<file path="config.mk">
export PLATFORM = sky130hd
export DESIGN_NAME = lane_unit
export DESIGN_NICKNAME = d
export VERILOG_FILES = /design/src/lane_pkg.sv /design/src/lane_apb_port.sv /design/src/lane_decode.sv /design/src/lane_execute.sv /design/src/lane_regfile.sv /design/src/lane_result.sv /design/src/lane_unit.sv
export VERILOG_INCLUDE_DIRS = /design/src
export SDC_FILE = /design/constraint.sdc
export NUM_CORES = 2
export LEC_CHECK = 0
export BUFFER_PORTS_ARGS = -buffer_cell sky130_fd_sc_hd__buf_2
export CAP_MARGIN = 30
export CELL_PAD_IN_SITES_DETAIL_PLACEMENT = 1
export CELL_PAD_IN_SITES_GLOBAL_PLACEMENT = 1
export CORE_UTILIZATION = 57
export CTS_BUF_LIST = sky130_fd_sc_hd__clkbuf_4 sky130_fd_sc_hd__clkbuf_8
export CTS_CLUSTER_SIZE = 10
export DETAILED_ROUTE_END_ITERATION = 10
export PLACE_DENSITY_LB_ADDON = 0.1
export RECOVER_POWER = 100
export SYNTH_ARGS = -nofsm -noshare
export SYNTH_HDL_FRONTEND = slang
export SYNTH_SLANG_ARGS = --single-unit
</file>
<file path="constraint.sdc">
create_clock -name clock -period 14.28 [get_ports clock]
set_input_delay 1.428 -clock clock [delete_from_list [all_inputs] [get_ports clock]]
set_output_delay 1.428 -clock clock [all_outputs]
set_load 0.01 [all_outputs]
</file>
<file path="src/lane_macros.svh">
`ifndef LANE_MACROS_SVH
`define LANE_MACROS_SVH

// Datapath sizes
`define LANE_DATA_W         32
`define LANE_NUM_REGS       16
`define LANE_IDX_W          4
`define LANE_NUM_MASKS      8

////////////////////////////////////////////////////////////////////////////
// APB offsets of the lane
`define LANE_ADDR_CMD       8'h00   // Write only, issues one instruction
`define LANE_ADDR_STATUS    8'h04   // Read only
`define LANE_ADDR_REG_BASE  8'h40   // Registers at base + 4*idx, last at 0x7C

`endif

</file>
<file path="src/lane_pkg.sv">
package lane_pkg;

`include "lane_macros.svh"

	typedef enum logic [3:0] {
		OP_NOP   = 4'd0,
		OP_ADD   = 4'd1,
		OP_SUB   = 4'd2,
		OP_AND   = 4'd3,
		OP_OR    = 4'd4,
		OP_XOR   = 4'd5,
		OP_SHL   = 4'd6,   // Shift by b[4:0]
		OP_SHR   = 4'd7,
		OP_MUL   = 4'd8,   // Low half of product
		OP_LDI   = 4'd9,
		OP_CMPLT = 4'd10,  // Signed
		OP_CMPEQ = 4'd11
	} lane_op_e;

	// Instruction word as written to the CMD offset
	typedef struct packed {
		lane_op_e                op;
		logic [`LANE_IDX_W-1:0]  dst;       // Mask index in low bits for compares
		logic [`LANE_IDX_W-1:0]  src1;
		logic [`LANE_IDX_W-1:0]  src2;
		logic                    use_imm;
		logic                    mask_en;
		logic [2:0]              mask_sel;
		logic [10:0]             imm;
	} lane_instr_t;

	typedef struct packed {
		logic                    valid;
		lane_op_e                op;
		logic [`LANE_IDX_W-1:0]  dst;
		logic [`LANE_DATA_W-1:0] a;
		logic [`LANE_DATA_W-1:0] b;
		logic                    mask_en;
		logic [2:0]              mask_sel;
	} lane_exe_t;

	typedef struct packed {
		logic                    valid;
		logic                    to_mask;   // Not a register writer
		logic                    en;        // Clear when masked off
		logic [`LANE_IDX_W-1:0]  dst;
		logic [`LANE_DATA_W-1:0] data;
	} lane_wb_t;

	// Host side register access
	typedef struct packed {
		logic                    rd;
		logic                    wr;
		logic [`LANE_IDX_W-1:0]  idx;
		logic [`LANE_DATA_W-1:0] wdata;
	} lane_host_t;

	function automatic logic op_writes_reg(lane_op_e op);
		return op inside {OP_ADD, OP_SUB, OP_AND, OP_OR, OP_XOR,
			OP_SHL, OP_SHR, OP_MUL, OP_LDI};
	endfunction

	function automatic logic op_is_cmp(lane_op_e op);
		return op inside {OP_CMPLT, OP_CMPEQ};
	endfunction

endpackage

</file>
<file path="src/lane_apb_port.sv">
`timescale 1ns/100ps
`include "lane_macros.svh"

module lane_apb_port (
	input  logic                       clock,
	input  logic                       reset,
	input  logic [7:0]                 paddr,
	input  logic                       psel,
	input  logic                       penable,
	input  logic                       pwrite,
	input  logic [`LANE_DATA_W-1:0]    pwdata,
	output logic [`LANE_DATA_W-1:0]    prdata,
	output logic                       pready,
	output logic                       pslverr,
	output logic                       cmd_valid,
	output lane_pkg::lane_instr_t      cmd_word,
	input  logic                       cmd_accept,
	input  logic                       pipe_idle,
	output lane_pkg::lane_host_t       host,
	input  logic [`LANE_DATA_W-1:0]    host_rdata,
	input  logic [`LANE_DATA_W-1:0]    status
);

	typedef enum logic [1:0] {
		IDLE,
		WAIT_IDLE,
		ACCESS,
		DONE
	} port_state_e;

	port_state_e state;
	port_state_e state_nxt;
	logic        access;
	logic        is_cmd;
	logic        is_status;
	logic        is_reg;
	logic        bad_addr;
	logic [7:0]  reg_off;

	////////////////////////////////////////////////////////////////////////////
	// Offset decode
	assign access    = psel && penable;         // Access phase
	assign is_cmd    = paddr == `LANE_ADDR_CMD;
	assign is_status = paddr == `LANE_ADDR_STATUS;
	assign reg_off   = paddr - `LANE_ADDR_REG_BASE;
	assign is_reg    = (reg_off < 8'(4 * `LANE_NUM_REGS)) && (reg_off[1:0] == 2'b00);

	// CMD is write only, STATUS read only
	assign bad_addr  = pwrite ? !(is_cmd || is_reg) : !(is_status || is_reg);

	assign cmd_word  = lane_pkg::lane_instr_t'(pwdata);

	////////////////////////////////////////////////////////////////////////////
	// Register access FSM, waits for an empty pipeline
	always_ff @(posedge clock) begin
		if (reset) begin
			state <= IDLE;
		end else begin
			state <= state_nxt;
		end
	end

	always_comb begin
		state_nxt = state;
		case (state)
			IDLE: begin
				if (access && is_reg) begin
					state_nxt = pipe_idle ? ACCESS : WAIT_IDLE;
				end
			end
			WAIT_IDLE: begin
				if (pipe_idle) begin
					state_nxt = ACCESS;
				end
			end
			ACCESS:  state_nxt = DONE;   // Regfile captures here
			DONE:    state_nxt = IDLE;
			default: state_nxt = IDLE;
		endcase
	end

	// One cycle request to the regfile
	assign host.rd    = (state == ACCESS) && !pwrite;
	assign host.wr    = (state == ACCESS) && pwrite;
	assign host.idx   = reg_off[`LANE_IDX_W+1:2];
	assign host.wdata = pwdata;

	////////////////////////////////////////////////////////////////////////////
	// Response
	always_comb begin
		pready    = 1'b0;
		pslverr   = 1'b0;
		cmd_valid = 1'b0;
		prdata    = '0;
		if (access) begin
			if (bad_addr) begin
				pready  = 1'b1;
				pslverr = 1'b1;
			end else if (is_cmd) begin
				cmd_valid = 1'b1;
				pready    = cmd_accept;   // Back-pressure from decode
			end else if (is_status) begin
				pready = 1'b1;
				prdata = status;
			end else begin
				pready = state == DONE;
				if (!pwrite) begin
					prdata = host_rdata;
				end
			end
		end
	end

endmodule

</file>
<file path="src/lane_decode.sv">
`timescale 1ns/100ps
`include "lane_macros.svh"

module lane_decode (
	input  logic                       clock,
	input  logic                       reset,
	input  logic                       cmd_valid,
	input  lane_pkg::lane_instr_t      cmd_word,
	output logic                       cmd_accept,
	output logic [`LANE_IDX_W-1:0]     rd_idx_a,
	output logic [`LANE_IDX_W-1:0]     rd_idx_b,
	input  logic [`LANE_DATA_W-1:0]    rd_data_a,
	input  logic [`LANE_DATA_W-1:0]    rd_data_b,
	input  logic                       clr_valid,
	input  logic [`LANE_IDX_W-1:0]     clr_idx,
	output lane_pkg::lane_exe_t        exe,
	output logic [`LANE_NUM_REGS-1:0]  busy
);

	logic                       writes_reg;
	logic                       uses_a;
	logic                       uses_b;
	logic                       hazard;
	logic [`LANE_DATA_W-1:0]    imm_ext;
	logic [`LANE_NUM_REGS-1:0]  set_mask;
	logic [`LANE_NUM_REGS-1:0]  clr_mask;

	assign rd_idx_a = cmd_word.src1;
	assign rd_idx_b = cmd_word.src2;

	// Which registers this word touches
	assign writes_reg = lane_pkg::op_writes_reg(cmd_word.op);
	assign uses_a     = (writes_reg && (cmd_word.op != lane_pkg::OP_LDI)) ||
		lane_pkg::op_is_cmp(cmd_word.op);
	assign uses_b     = uses_a && !cmd_word.use_imm;

	assign hazard = (uses_a && busy[cmd_word.src1]) ||
		(uses_b && busy[cmd_word.src2]) ||
		(writes_reg && busy[cmd_word.dst]);

	assign cmd_accept = cmd_valid && !hazard;   // Stalls the APB master otherwise

	assign imm_ext = {{(`LANE_DATA_W-11){cmd_word.imm[10]}}, cmd_word.imm};

	////////////////////////////////////////////////////////////////////////////
	// Scoreboard, one busy bit per register in flight
	assign set_mask = (cmd_accept && writes_reg) ?
		(`LANE_NUM_REGS'(1) << cmd_word.dst) : '0;
	assign clr_mask = clr_valid ? (`LANE_NUM_REGS'(1) << clr_idx) : '0;

	always_ff @(posedge clock) begin
		if (reset) begin
			busy <= '0;
		end else begin
			busy <= (busy & ~clr_mask) | set_mask;
		end
	end

	// Decode to execute register
	always_ff @(posedge clock) begin
		exe.op       <= cmd_word.op;
		exe.dst      <= cmd_word.dst;
		exe.a        <= rd_data_a;
		exe.b        <= (cmd_word.use_imm || (cmd_word.op == lane_pkg::OP_LDI)) ?
			imm_ext : rd_data_b;
		exe.mask_en  <= cmd_word.mask_en;
		exe.mask_sel <= cmd_word.mask_sel;
		if (reset) begin
			exe.valid <= 1'b0;
		end else begin
			exe.valid <= cmd_accept;
		end
	end

endmodule

</file>
<file path="src/lane_execute.sv">
`timescale 1ns/100ps
`include "lane_macros.svh"

module lane_execute (
	input  logic                        clock,
	input  logic                        reset,
	input  lane_pkg::lane_exe_t         exe,
	input  logic [`LANE_NUM_MASKS-1:0]  mask,
	output logic                        stage_valid,
	output lane_pkg::lane_wb_t          wb
);

	lane_pkg::lane_wb_t       s1;
	logic                     s1_mask_en;
	logic [2:0]               s1_mask_sel;
	logic [`LANE_DATA_W-1:0]  alu;
	logic                     mask_bit;

	////////////////////////////////////////////////////////////////////////////
	// Stage 1: ALU
	always_comb begin
		case (exe.op)
			lane_pkg::OP_ADD:   alu = exe.a + exe.b;
			lane_pkg::OP_SUB:   alu = exe.a - exe.b;
			lane_pkg::OP_AND:   alu = exe.a & exe.b;
			lane_pkg::OP_OR:    alu = exe.a | exe.b;
			lane_pkg::OP_XOR:   alu = exe.a ^ exe.b;
			lane_pkg::OP_SHL:   alu = exe.a << exe.b[4:0];
			lane_pkg::OP_SHR:   alu = exe.a >> exe.b[4:0];
			lane_pkg::OP_MUL:   alu = exe.a * exe.b;
			lane_pkg::OP_LDI:   alu = exe.b;
			lane_pkg::OP_CMPLT: alu = `LANE_DATA_W'($signed(exe.a) < $signed(exe.b));
			lane_pkg::OP_CMPEQ: alu = `LANE_DATA_W'(exe.a == exe.b);
			default:            alu = '0;
		endcase
	end

	// NOP and unknown codes ride the mask path with the enable off
	always_ff @(posedge clock) begin
		s1.to_mask  <= !lane_pkg::op_writes_reg(exe.op);
		s1.en       <= lane_pkg::op_writes_reg(exe.op) || lane_pkg::op_is_cmp(exe.op);
		s1.dst      <= exe.dst;
		s1.data     <= alu;
		s1_mask_en  <= exe.mask_en;
		s1_mask_sel <= exe.mask_sel;
		if (reset) begin
			s1.valid <= 1'b0;
		end else begin
			s1.valid <= exe.valid;
		end
	end

	assign stage_valid = s1.valid;

	////////////////////////////////////////////////////////////////////////////
	// Stage 2: mask qualification
	assign mask_bit = mask[s1_mask_sel];

	always_ff @(posedge clock) begin
		wb.to_mask <= s1.to_mask;
		wb.en      <= s1.en && (!s1_mask_en || mask_bit);   // Masked off still commits
		wb.dst     <= s1.dst;
		wb.data    <= s1.data;
		if (reset) begin
			wb.valid <= 1'b0;
		end else begin
			wb.valid <= s1.valid;
		end
	end

endmodule

</file>
<file path="src/lane_regfile.sv">
`timescale 1ns/100ps
`include "lane_macros.svh"

module lane_regfile (
	input  logic                       clock,
	input  logic                       reset,
	input  logic [`LANE_IDX_W-1:0]     rd_idx_a,
	input  logic [`LANE_IDX_W-1:0]     rd_idx_b,
	output logic [`LANE_DATA_W-1:0]    rd_data_a,
	output logic [`LANE_DATA_W-1:0]    rd_data_b,
	input  logic                       wb_en,
	input  logic [`LANE_IDX_W-1:0]     wb_idx,
	input  logic [`LANE_DATA_W-1:0]    wb_data,
	input  lane_pkg::lane_host_t       host,
	output logic [`LANE_DATA_W-1:0]    host_rdata
);

	logic [`LANE_DATA_W-1:0] regs [`LANE_NUM_REGS];

	// Operand fetch for decode
	assign rd_data_a = regs[rd_idx_a];
	assign rd_data_b = regs[rd_idx_b];

	// Host writes only happen with the pipeline empty
	always_ff @(posedge clock) begin
		if (reset) begin
			regs <= '{default: '0};
		end else if (host.wr) begin
			regs[host.idx] <= host.wdata;
		end else if (wb_en) begin
			regs[wb_idx] <= wb_data;
		end
	end

	always_ff @(posedge clock) begin
		if (host.rd) begin
			host_rdata <= regs[host.idx];   // Seen on prdata next cycle
		end
	end

endmodule

</file>
<file path="src/lane_result.sv">
`timescale 1ns/100ps
`include "lane_macros.svh"

module lane_result (
	input  logic                        clock,
	input  logic                        reset,
	input  lane_pkg::lane_wb_t          wb,
	input  logic [`LANE_NUM_REGS-1:0]   busy,
	input  logic                        exe_valid,
	input  logic                        exe_stage_valid,
	output logic                        wb_en,
	output logic [`LANE_IDX_W-1:0]      wb_idx,
	output logic [`LANE_DATA_W-1:0]     wb_data,
	output logic [`LANE_NUM_MASKS-1:0]  mask,
	output logic                        clr_valid,
	output logic [`LANE_IDX_W-1:0]      clr_idx,
	output logic                        pipe_idle,
	output logic [`LANE_DATA_W-1:0]     status
);

	logic [15:0] commit_cnt;
	logic        mask_we;

	// Register file write port
	assign wb_en   = wb.valid && wb.en && !wb.to_mask;
	assign wb_idx  = wb.dst;
	assign wb_data = wb.data;

	assign mask_we = wb.valid && wb.en && wb.to_mask;

	// Scoreboard release, also for masked-off writers
	assign clr_valid = wb.valid && !wb.to_mask;
	assign clr_idx   = wb.dst;

	always_ff @(posedge clock) begin
		if (reset) begin
			mask       <= '0;
			commit_cnt <= '0;
		end else begin
			if (mask_we) begin
				mask[wb.dst[2:0]] <= wb.data[0];
			end
			if (wb.valid) begin
				commit_cnt <= commit_cnt + 16'd1;
			end
		end
	end

	////////////////////////////////////////////////////////////////////////////
	// Status word
	assign pipe_idle = (busy == '0) && !exe_valid && !exe_stage_valid && !wb.valid;
	assign status    = {7'd0, pipe_idle, mask, commit_cnt};

endmodule

</file>
<file path="src/lane_unit.sv">
`timescale 1ns/100ps
`include "lane_macros.svh"

module lane_unit (
	input  logic                       clock,
	input  logic                       reset,
	input  logic [7:0]                 paddr,
	input  logic                       psel,
	input  logic                       penable,
	input  logic                       pwrite,
	input  logic [`LANE_DATA_W-1:0]    pwdata,
	output logic [`LANE_DATA_W-1:0]    prdata,
	output logic                       pready,
	output logic                       pslverr
);

	logic                        cmd_valid;
	logic                        cmd_accept;
	lane_pkg::lane_instr_t       cmd_word;
	lane_pkg::lane_host_t        host;
	logic [`LANE_DATA_W-1:0]     host_rdata;
	logic [`LANE_DATA_W-1:0]     status;
	logic                        pipe_idle;
	logic [`LANE_IDX_W-1:0]      rd_idx_a;
	logic [`LANE_IDX_W-1:0]      rd_idx_b;
	logic [`LANE_DATA_W-1:0]     rd_data_a;
	logic [`LANE_DATA_W-1:0]     rd_data_b;
	logic                        wb_en;
	logic [`LANE_IDX_W-1:0]      wb_idx;
	logic [`LANE_DATA_W-1:0]     wb_data;
	lane_pkg::lane_exe_t         exe;
	lane_pkg::lane_wb_t          wb;
	logic                        exe_stage_valid;
	logic [`LANE_NUM_REGS-1:0]   busy;
	logic [`LANE_NUM_MASKS-1:0]  mask;
	logic                        clr_valid;
	logic [`LANE_IDX_W-1:0]      clr_idx;

	lane_apb_port apb_port (
		.clock      (clock),
		.reset      (reset),
		.paddr      (paddr),
		.psel       (psel),
		.penable    (penable),
		.pwrite     (pwrite),
		.pwdata     (pwdata),
		.prdata     (prdata),
		.pready     (pready),
		.pslverr    (pslverr),
		.cmd_valid  (cmd_valid),
		.cmd_word   (cmd_word),
		.cmd_accept (cmd_accept),
		.pipe_idle  (pipe_idle),
		.host       (host),
		.host_rdata (host_rdata),
		.status     (status)
	);

	lane_regfile regfile (
		.clock      (clock),
		.reset      (reset),
		.rd_idx_a   (rd_idx_a),
		.rd_idx_b   (rd_idx_b),
		.rd_data_a  (rd_data_a),
		.rd_data_b  (rd_data_b),
		.wb_en      (wb_en),
		.wb_idx     (wb_idx),
		.wb_data    (wb_data),
		.host       (host),
		.host_rdata (host_rdata)
	);

	// Pipeline: decode, two execute stages, result
	lane_decode decode (
		.clock      (clock),
		.reset      (reset),
		.cmd_valid  (cmd_valid),
		.cmd_word   (cmd_word),
		.cmd_accept (cmd_accept),
		.rd_idx_a   (rd_idx_a),
		.rd_idx_b   (rd_idx_b),
		.rd_data_a  (rd_data_a),
		.rd_data_b  (rd_data_b),
		.clr_valid  (clr_valid),
		.clr_idx    (clr_idx),
		.exe        (exe),
		.busy       (busy)
	);

	lane_execute execute (
		.clock       (clock),
		.reset       (reset),
		.exe         (exe),
		.mask        (mask),
		.stage_valid (exe_stage_valid),
		.wb          (wb)
	);

	lane_result result (
		.clock           (clock),
		.reset           (reset),
		.wb              (wb),
		.busy            (busy),
		.exe_valid       (exe.valid),
		.exe_stage_valid (exe_stage_valid),
		.wb_en           (wb_en),
		.wb_idx          (wb_idx),
		.wb_data         (wb_data),
		.mask            (mask),
		.clr_valid       (clr_valid),
		.clr_idx         (clr_idx),
		.pipe_idle       (pipe_idle),
		.status          (status)
	);

endmodule

</file>
==> out/qor.txt <==
Status: complete, but fails checks
Violated checks: max-capacitance violations, max-slew violations
Total gr overflow: 0
Routed WL per cell: 39.1 µm
Vias in the first global route: 65500
# fillers: 12000
Synth top cells by count: nor2_1, dfxtp_1, o21ai_0, clkbuf_1, mux4_2
I/O pin count: 79
Mapped Cells: 6622
1st-pass router iterations: 9
WS Path Type: input pin to flip-flop
Initial core utilization: 57.7%
Final ANT Viol Nets: 0
Max stage delay cell, worst path: o22ai_1
Layout cells sized above 1: 15.4%
Synthesized area: 62900 µm²
Core Rows: 121
HPWL after DPL: 194 mm
Synth-to-Final Area Change: 5.95%
CTS clk-pin slew, worst paths: 0.07 ns
Post-cts repair resize count: 0
Post-CTS Setup Bufs: 0
Syn_nets: 7306
Slowest cell delay on critical path: 2.99 ns
CTS H-Tree Depth: 3
EDFF count, synth: 32
CTS buffer count: 117
Fin crit period: 12.09 ns
Clock Latency Late Sink: 0.82 ns
Min-Delay Path Class: flip-flop to flip-flop
Max frequency: 0.0827 GHz
Placed Instances: 7665
Maximum capacitance violations: 48
Largest cells by area after synthesis: dfxtp_1, mux4_2, fa_1
LEAKAGE: 21.8 nW
Area leader, netlist: dfxtp_1
Primary FF master, synth: dfxtp_1
Total GRT Usage: 55.0%
Synthesized area per cell: 9.51 µm²
Hold Fails Final Rpt: 0
Final GP Congestion: 1.04
Post-detailed-route DRC marker count: 0
Chip width: 334 µm
CP Max Fanout: 40
Port Buf Inserts: 78
Vias per cell: 7.94
Layout net count: 6999
Worst path arrival time: 12.53 ns
Yosys reg bits: 745
Initial antenna violation count: 28
Async set or reset register ratio after synthesis: 0%
Count leader, synth: nor2_1
Worst-case clock buffer depth: 3
Share of the synthesized area in the top cell type: 22.7%
Clock sink total: 745
Final setup fails: 0
Worst relative slew slack: -331%
Slew @ Worst Pin: 6.47 ns
Total number of vias: 62700
Seq/Total Area, Yosys: 24.2%
Core box area: 109000 µm²
Largest net degree at the start of global routing: 190
Fin cells: 7902
CTS tree: yes
Max-slew violation total from the final report: 2109
Cell Chain, Critical Path: clkbuf_1, nor2b_1, nand2_2, clkbuf_1, o22ai_1, clkbuf_1, o221ai_1, o21ai_0, nor2_1
CTS Hold Bufs: 0
Die footprint: 112000 µm²
Die Y: 334 µm
CP dominant cell by count: clkbuf_1
Pwr/cell area: 81.5 nW/µm²
Yosys warns: 0
Crit path launch type: input pin
Root buf cell: clkbuf_8
Final Cycle Share: 84.7%
First-pass GRT wire length: 446 mm
Unrepaired setup endpoints after global routing: false
First-iteration detailed-routing DRC count: 10000
Peak supply drop: 0.0000955 V
Crit path required time: 14.72 ns
Unique masters post-synth: 81
Total detailed-routing wirelength: 309 mm
Setup TNS Final: 0 ns
Critical Path End Type: flip-flop
Clock Skews: 0.0711 ns
## area by class of cell
cell class	count	area [µm²]	area share, %
clock inverters	45	504	0.756
multi-input cells	4775	43700	65.6
inverters	434	1630	2.44
flip-flops and latches	745	15200	22.9
well taps	1476	1850	2.77
clock buffers	171	2150	3.23
diodes	14	35.0	0.0525
repair buffers	242	1540	2.31
## flip-flops by register name, indices dropped and copies added (netlist names)
| signal | cells |
|---|---|
| execute.stage_valid | 1 |
| execute.s1_mask_sel | 3 |
| execute.wb | 39 |
| apb_port.state | 2 |
| regfile.host_rdata | 32 |
| execute.s1_mask_en | 1 |
| execute.s1 | 38 |
| result.mask | 8 |
| regfile.regs | 512 |
| decode.exe | 77 |
| decode.busy | 16 |
| result.commit_cnt | 16 |
## power by group
part / internal (mW) / switching (mW)
sequential: 2.16 / 0.0930
combinational: 0.277 / 0.773
clock: 1.14 / 0.989
total: 3.58 / 1.85
## stage by stage
step / area, µm² / utilization [%] / hold slack, ns / setup slack, ns / total power, mW
global route: 66700 / 61.1 / 0.333 / 2.60 / 5.52
finish: 66700 / 61.1 / 0.320 / 2.19 / 5.44
floorplan: 62900 / - / 0.310 / 6.73 / 2.85
CTS: 66900 / 61.3 / 0.321 / 5.53 / 5.34
detailed placement: 64300 / 58.9 / 0.314 / 5.64 / 3.27
global placement: 64300 / 58.9 / 0.311 / 5.94 / 3.24
## worst max-delay path, delay by kind of cell
kind / cells / cell delay (ns)
buf+inv: 3 / 6.39
compound gates: 3 / 3.83
simple gates: 3 / 0.68
## worst paths after layout
check                 start                 to  slack, ns  cells after the start
max                paddr[2]  regfile.regs[197]       2.19                      9
min reg2reg  execute.s1[11]     execute.wb[11]       0.32                      0
max reg2reg   decode.exe[5]     execute.s1[31]       3.39                     20
min          execute.s1[11]     execute.wb[11]       0.32                      0
## layout by cell type (no fill, tap or decap), types with 29 or more instances in the layout
cell type,n
nand3_1,44
o221ai_1,489
buf_2,30
nor2_1,910
a21oi_1,168
xor2_1,29
clkbuf_1,86
xnor2_1,74
a211oi_1,68
clkbuf_8,140
a22oi_1,59
mux4_2,543
buf_4,116
o21ai_0,627
nor3b_1,30
nand2_1,525
o22ai_1,42
ha_1,229
clkbuf_4,33
inv_1,412
fa_1,410
edfxtp_1,32
nor3_1,40
mux2i_1,51
dfxtp_1,709
## kinds of logic after synthesis
group	after synthesis	share of synthesized area, %
mux	616	20.6
flops	745	24.2
xor+xnor	104	1.47
buf+inv	1102	6.63
simple gates	1718	11.2
compound gates	1698	18.2
fa+ha+maj	639	17.6
## layer usage
| metal | up-vias | GRT usage [%] | wire length [µm] |
|---|---|---|---|
| met5 | - | 0 | 148 |
| met3 | 2127 | 23.1 | 45800 |
| li1 | 23700 | - | - |
| met1 | 30900 | 62.5 | 98400 |
| met2 | 5984 | 79.7 | 132000 |
| met4 | 22 | 47.4 | 32600 |
No activity file was read; power rests on OpenSTA's default activity.
